===== config.mk =====
export PLATFORM = sky130hd
export DESIGN_NAME = rf_storage
export DESIGN_NICKNAME = d
export VERILOG_FILES = /design/src/rtl/rf_pkg.sv /design/src/rtl/rf_storage.sv
export VERILOG_INCLUDE_DIRS = /design/src /design/src/include
export SDC_FILE = /design/constraint.sdc
export NUM_CORES = 1
export LEC_CHECK = 0
export BUFFER_PORTS_ARGS = -buffer_cell sky130_fd_sc_hd__buf_2
export CAP_MARGIN = 20
export CORE_MARGIN = 4
export CORE_UTILIZATION = 30
export CTS_CLUSTER_SIZE = 12
export DETAILED_ROUTE_END_ITERATION = 8
export PLACE_DENSITY = 0.51
export SLEW_MARGIN = 10
export SYNTH_ARGS = -nofsm -noshare
export SYNTH_HDL_FRONTEND = slang
export SYNTH_SLANG_ARGS = --single-unit

===== constraint.sdc =====
create_clock -name clk_i -period 3.1 [get_ports clk_i]
set_input_delay 0.62 -clock clk_i [delete_from_list [all_inputs] [get_ports clk_i]]
set_output_delay 0.62 -clock clk_i [all_outputs]
set_load 0.05 [all_outputs]

===== src/include/rf_config.svh =====
// Sizes of the ECC register file; the port count may change but widths assume 32-bit SECDED
`ifndef RF_CONFIG_SVH
`define RF_CONFIG_SVH

// Number of independent read ports
`define RF_NUM_READ_PORTS 2

// Register index width
`define RF_ADDR_W 5

// Data word width
`define RF_DATA_W 32

// Check bits per word, six Hamming plus one overall parity
`define RF_ECC_W 7

// Architectural registers including the hardwired x0
`define RF_NUM_REGS 32

`endif


===== src/rtl/rf_pkg.sv =====
// Types and Hamming helpers for the ECC register file; helpers are meant for constant arguments
`include "rf_config.svh"

package rf_pkg;

  // Hamming bits only, without the overall parity bit
  localparam int unsigned RF_HAM_W = `RF_ECC_W - 1;

  typedef logic [`RF_ADDR_W-1:0]            rf_addr_t;
  typedef logic [`RF_DATA_W-1:0]            rf_data_t;
  typedef logic [`RF_ECC_W-1:0]             rf_ecc_t;
  // Check bits on top, data in the low bits
  typedef logic [`RF_DATA_W+`RF_ECC_W-1:0]  rf_cword_t;

  // Hamming position of data bit idx
  // Positions that are powers of two belong to the Hamming bits
  function automatic logic [RF_HAM_W-1:0] rf_data_pos(int unsigned idx);
    int unsigned cnt;
    int unsigned pos;
    cnt = 0;
    pos = 0;
    for (int unsigned p = 1; p < 64; p++) begin
      if ((p & (p - 1)) != 0) begin
        if (cnt == idx) pos = p;
        cnt++;
      end
    end
    return RF_HAM_W'(pos);
  endfunction

  // Data bits covered by Hamming bit k
  function automatic rf_data_t rf_ham_mask(int unsigned k);
    rf_data_t mask;
    mask = '0;
    for (int unsigned i = 0; i < `RF_DATA_W; i++) begin
      mask[i] = ((rf_data_pos(i) >> k) & 1'b1) != 0;
    end
    return mask;
  endfunction

endpackage


===== src/rtl/rf_storage.sv =====
// Codeword array with one write port; contents survive reset and x0 always reads the zero word
`timescale 1ns/1ps
`include "rf_config.svh"

module rf_storage (
  input  logic              clk_i,
  input  logic              rst_i,
  // Encoded write
  input  logic              we_i,
  input  rf_pkg::rf_addr_t  waddr_i,
  input  rf_pkg::rf_cword_t wcword_i,
  // Combinational read ports
  input  rf_pkg::rf_addr_t  raddr_i  [`RF_NUM_READ_PORTS],
  output rf_pkg::rf_cword_t rcword_o [`RF_NUM_READ_PORTS]
);

  import rf_pkg::*;

  // Entry 0 has no storage at all
  rf_cword_t mem_q [1:`RF_NUM_REGS-1];

  //////////////////////////////////////////////////
  // Write port
  //////////////////////////////////////////////////

  always_ff @(posedge clk_i) begin
    // Writes to x0 are dropped
    if (we_i && (waddr_i != '0)) begin
      mem_q[waddr_i] <= wcword_i;
    end
  end

  //////////////////////////////////////////////////
  // Read muxes
  //////////////////////////////////////////////////

  for (genvar p = 0; p < `RF_NUM_READ_PORTS; p++) begin : g_rd
    // All-zero word is the valid codeword of zero data
    assign rcword_o[p] = (raddr_i[p] == '0) ? '0 : mem_q[raddr_i[p]];
  end

  //////////////////////////////////////////////////
  // Checks
  //////////////////////////////////////////////////

  // An unknown codeword would sit in the array until it is rewritten
  a_wcword_known : assert property (
    @(posedge clk_i) disable iff (rst_i)
    (we_i && (waddr_i != '0)) |-> !$isunknown(wcword_i)
  ) else $error("write codeword unknown while we_i is high");

endmodule


==> Word level (Yosys, flattened, before mapping) <==
Memories as Yosys holds them, arrays and structs flattened.
Cells that the tools add are included.
Widths: inputs -> output; s select.
{ "totals": {"memories": 1, "inputBits": 57, "reg_bits": 0, "ramBits": 1209, "word_cells": 9} }
{ "classes": {"mux": 4, "n_reduce_logical": 4} }
{ "mem_list": {"columns": ["name", "depth", "word_bits", "read_ports", "rd_clocked_by_memory_dff", "write_ports", "line_no", "text"], "rows": [
  ["mem_q", 31, 39, 2, 0, 1, "rf_storage.sv:20", "rf_cword_t mem_q [1:`RF_NUM_REGS-1];"]
]} }
{ "ops": {"columns": ["operator", "n"], "rows": [
  ["$mux 39", 2],
  ["$logic_not 5->1", 2],
  ["$reduce_bool 5->1", 1],
  ["$mux 1", 2],
  ["$logic_and 1x1->1", 1]
]} }

==> Logic depth before layout (Yosys ltp) <==
{ "depth": {"ltp_word": 4, "mapped_depth": 9, "depth_no_buf": 4} }

==> Worst setup path after synthesis <==
No wires, ideal clock.
{ "synth_path": {"path_type": "in2reg", "start": "in waddr_i[1]", "end": "mem mem_q[12][0] (netlist bit) (enable)", "path_slack_ps": -243, "arrival_ps": 2908, "required_time_ps": 2665, "stages": 3, "path_cell_list": "or3b_2 clkbuf_1 nor2_1"} }
{ "synth_between": {"elab_chain_len": 4} }
{ "synth_lines": {"columns": ["item", "line_no", "text"], "rows": [
  ["start, declared", "rf_storage.sv:10", "input rf_pkg::rf_addr_t waddr_i,"],
  ["$reduce_bool 5->1", "rf_storage.sv:28", "if (we_i && (waddr_i != '0)) begin"],
  ["$logic_and 1x1->1", "rf_storage.sv:28", null],
  ["$mux 1", "rf_storage.sv:28", null],
  ["$mux 1 (implied by the code)", "rf_storage.sv:29", "mem_q[waddr_i] <= wcword_i;"],
  ["end, declared", "rf_storage.sv:20", null]
]} }
Parallel ways exist; a longest one is shown, timed or not.

==> results.py <==
metrics = {
    "clocking": {
        "cts_tree": "yes",
        "cts.sinks": 1209,
        "clk_pin_slew_ns": 0.06,
        "htreeDepth": 4,
        "cts_buffers": 133,
        "cts-root-buf": "clkbuf_16",
        "clk_path_buf_depth": 3,
    },
    "timing": {
        "drv_slew": 0,
        "finalWorstSetupSlack_ns": -0.0748,
        "hold_viol": 0,
        "max-slew-margin-rel_pct": 52.2,
        "rsz0062_at_grt": "yes",
        "tightest_slew_ns": 0.718,
        "finalCritPeriodShare_pct": 102,
        "clock.fmax_ghz": 0.315,
        "post-route-min-period_ns": 3.17,
        "whs_ns": 0.323,
        "finalSetupViolCount": 18,
    },
    "placement": {
        "portBuffers": 133,
        "dp_hpwl_um": 117000,
        "dp.cells": 6039,
        "placed_area_um2": 64800,
        "routabilityCongestion": 0.798,
    },
    "flow_run": {
        "maxCapViolations": 0,
    },
    "grt": {
        "grt_pass1_vias": 35400,
        "grt_pass1_wl_um": 269000,
        "grt.busiest_layer": "met2",
        "grt_use_met3_pct": 3.89,
        "use_met2_pct": 31.8,
        "grt_usage_pct": 19.3,
        "globalRouteOverflowTotal": 0,
        "grtUsageMet1_pct": 25.6,
        "antenna_found_initial": 22,
        "grt_max_degree": 40,
    },
    "min_path": {
        "min_path_cells": 1,
        "min_path_type": "input port to register",
        "hold_start": "wcword_i[31]",
        "whs_endpoint": "mem_q[30][31]",
    },
    "drt": {
        "vias": 34900,
        "antenna_left": 0,
        "drt_first_pass_iters": 5,
        "initialDrtViolationCount": 3483,
        "wl_per_cell_um": 30.6,
        "routed_wl_um": 194000,
        "vias_per_cell": 5.51,
        "drc": 0,
    },
    "power": {
        "p_switching_w": 0.00923,
        "clkPwrFrac_pct": 39.1,
        "p_sw_share_pct": 24.4,
        "p_per_area_nw_per_um2": 538,
        "leakage_nw": 24.1,
        "combPwrFrac_pct": 12.5,
        "ir_drop_mv": 0.502,
        "p_int_w": 0.0286,
        "p_seq_share_pct": 48.3,
    },
    "final_layout": {
        "layout-drive-gt1-share_pct": 34.1,
        "final_cell_count_no_fill": 6330,
        "largest-register": "mem_q",
        "fin_nets": 3790,
        "multi_input_area_um2": 20000,
        "syn2layout_area_growth_pct": 24.1,
        "largest_reg_flops": 1209,
        "seqCellArea_um2": 36300,
        "fin_area_um2": 70300,
        "fill_cells": 17400,
        "final_core_utilization_pct": 37.5,
        "top_regs": "mem_q x1209",
    },
    "synthesis": {
        "synth.distinct_cells": 38,
        "synth_flop_cell": "edfxtp_1",
        "syn-num-nets": 3359,
        "ys_warn_count": 0,
        "syn_area_um2": 56700,
        "syn-mean-instance-area_um2": 17.2,
        "synth_area_leaders": "edfxtp_1 64%, mux4_2 14%, mux2i_1 8.9%",
        "synth_top_area_cell": "edfxtp_1",
        "synth_commonest_cells": "1,209 x edfxtp_1, 502 x mux2i_1, 355 x mux4_2",
        "synthMostInstantiatedCell": "edfxtp_1",
        "synth-edff-count": 1209,
        "ys_ff_latch": 1209,
        "synthCells": 3302,
        "async_reset_ff_share_pct": 0,
        "synth.top_cell.area_share_pct": 64.0,
        "seq_area_frac_synth_pct": 64.0,
    },
    "floorplanning": {
        "core_area_um2": 188000,
        "die_w_um": 443,
        "fp.dieH_um": 443,
        "ios": 135,
        "rows": 159,
        "dieArea_um2": 196000,
        "initial_utilization_pct": 30.2,
    },
    "critical_path": {
        "path_class": "input port to output pin",
        "critPathArrivalTime_ns": 2.55,
        "critPathLaunchType": "input port",
        "critPathCaptureType": "output pin",
        "required_ns": 2.48,
        "cp_max_fo": 14,
    },
    "run_status": {
        "outcome": "complete, but fails checks",
        "failed_checks": "setup timing",
    },
}
## cell usage in the layout, fill, tap and decap left out, types with 48 or more instances in the layout
cell and count:
buf_6 48, clkbuf_16 140, buf_4 248, buf_12 177
mux2i_1 496, nand3_1 97, and2_1 51, nor2_1 80
a21oi_1 76, a211oi_1 59, nand2_1 91, a22oi_1 142
buf_2 49, mux4_2 356, edfxtp_1 1209
## area by class of cell
type	count	share of cell area, %
clock inverters	49	0.494
flip-flops and latches	1209	51.6
repair buffers	555	9.89
multi-input cells	1833	28.4
inverters	1	0.00534
diodes	8	0.0285
clock buffers	180	5.13
well taps	2495	4.44
## critical path: stages
cell	delay (ns)
buf_16	0.15
buf_16	0.19
buf_4	0.16
mux4_2	0.50
mux2_4	0.29
nand2_4	0.09
nand4_1	0.25
buf_6	0.26
## power groups by stage
stage	Combinational [W]	Sequential [W]	Clock, W
2_1_floorplan	0.00237	0.0186	0
3_3_place_gp	0.00442	0.0186	0
3_5_place_dp	0.00443	0.0186	0
4_1_cts	0.00463	0.0183	0.0152
5_1_grt	0.00497	0.0183	0.0159
6_report	0.00474	0.0183	0.0148
## through the flow
step           worst slack [ns]  power, W  setup TNS [ns]
4_1_cts                  -0.177    0.0381           -2.57
3_3_place_gp             -0.238    0.0230           -5.39
2_1_floorplan            -0.243    0.0210          -75.62
3_5_place_dp             -0.248    0.0230           -5.32
6_report                -0.0748    0.0378          -0.507
5_1_grt                  -0.151    0.0391           -3.79
## routing by layer
layer,up-vias,part of all wire [%]
met2,1408,48
met1,18600,42
met5,-,0.0067
met3,354,6.9
met4,2,3.4
li1,14600,-
## logic make-up after synthesis
kind of cell | Yosys count | synth area share (%)
AOI/OAI and AO/OA | 445 | 5.31
buffers and inverters | 260 | 2.48
DFF | 1209 | 64.0
muxes | 916 | 24.2
and+or+nand+nor | 472 | 3.99
## worst max-delay path by stage
stage | from | cells after the start | slack (ns) | endpoint
finish | raddr_i[0] | 8 | -0.07 | rcword_o[7]
global route | mem_q[18][37] | 6 | -0.15 | rcword_o[37]
CTS | mem_q[17][37] | 6 | -0.18 | rcword_o[37]
detailed placement | raddr_i[0] | 9 | -0.25 | rcword_o[24]
global placement | raddr_i[0] | 8 | -0.24 | rcword_o[24]
floorplan | waddr_i[1] | 3 | -0.24 | mem_q[12][0]
## timing repair
item,CTS,global route
pin swaps,43,53
gates cloned,6,2
resized for setup,160,149
buffers inserted,17,32
hold buffers,0,0
endpoints found under the setup margin,76,77
(Power assumes the default switching activity.)
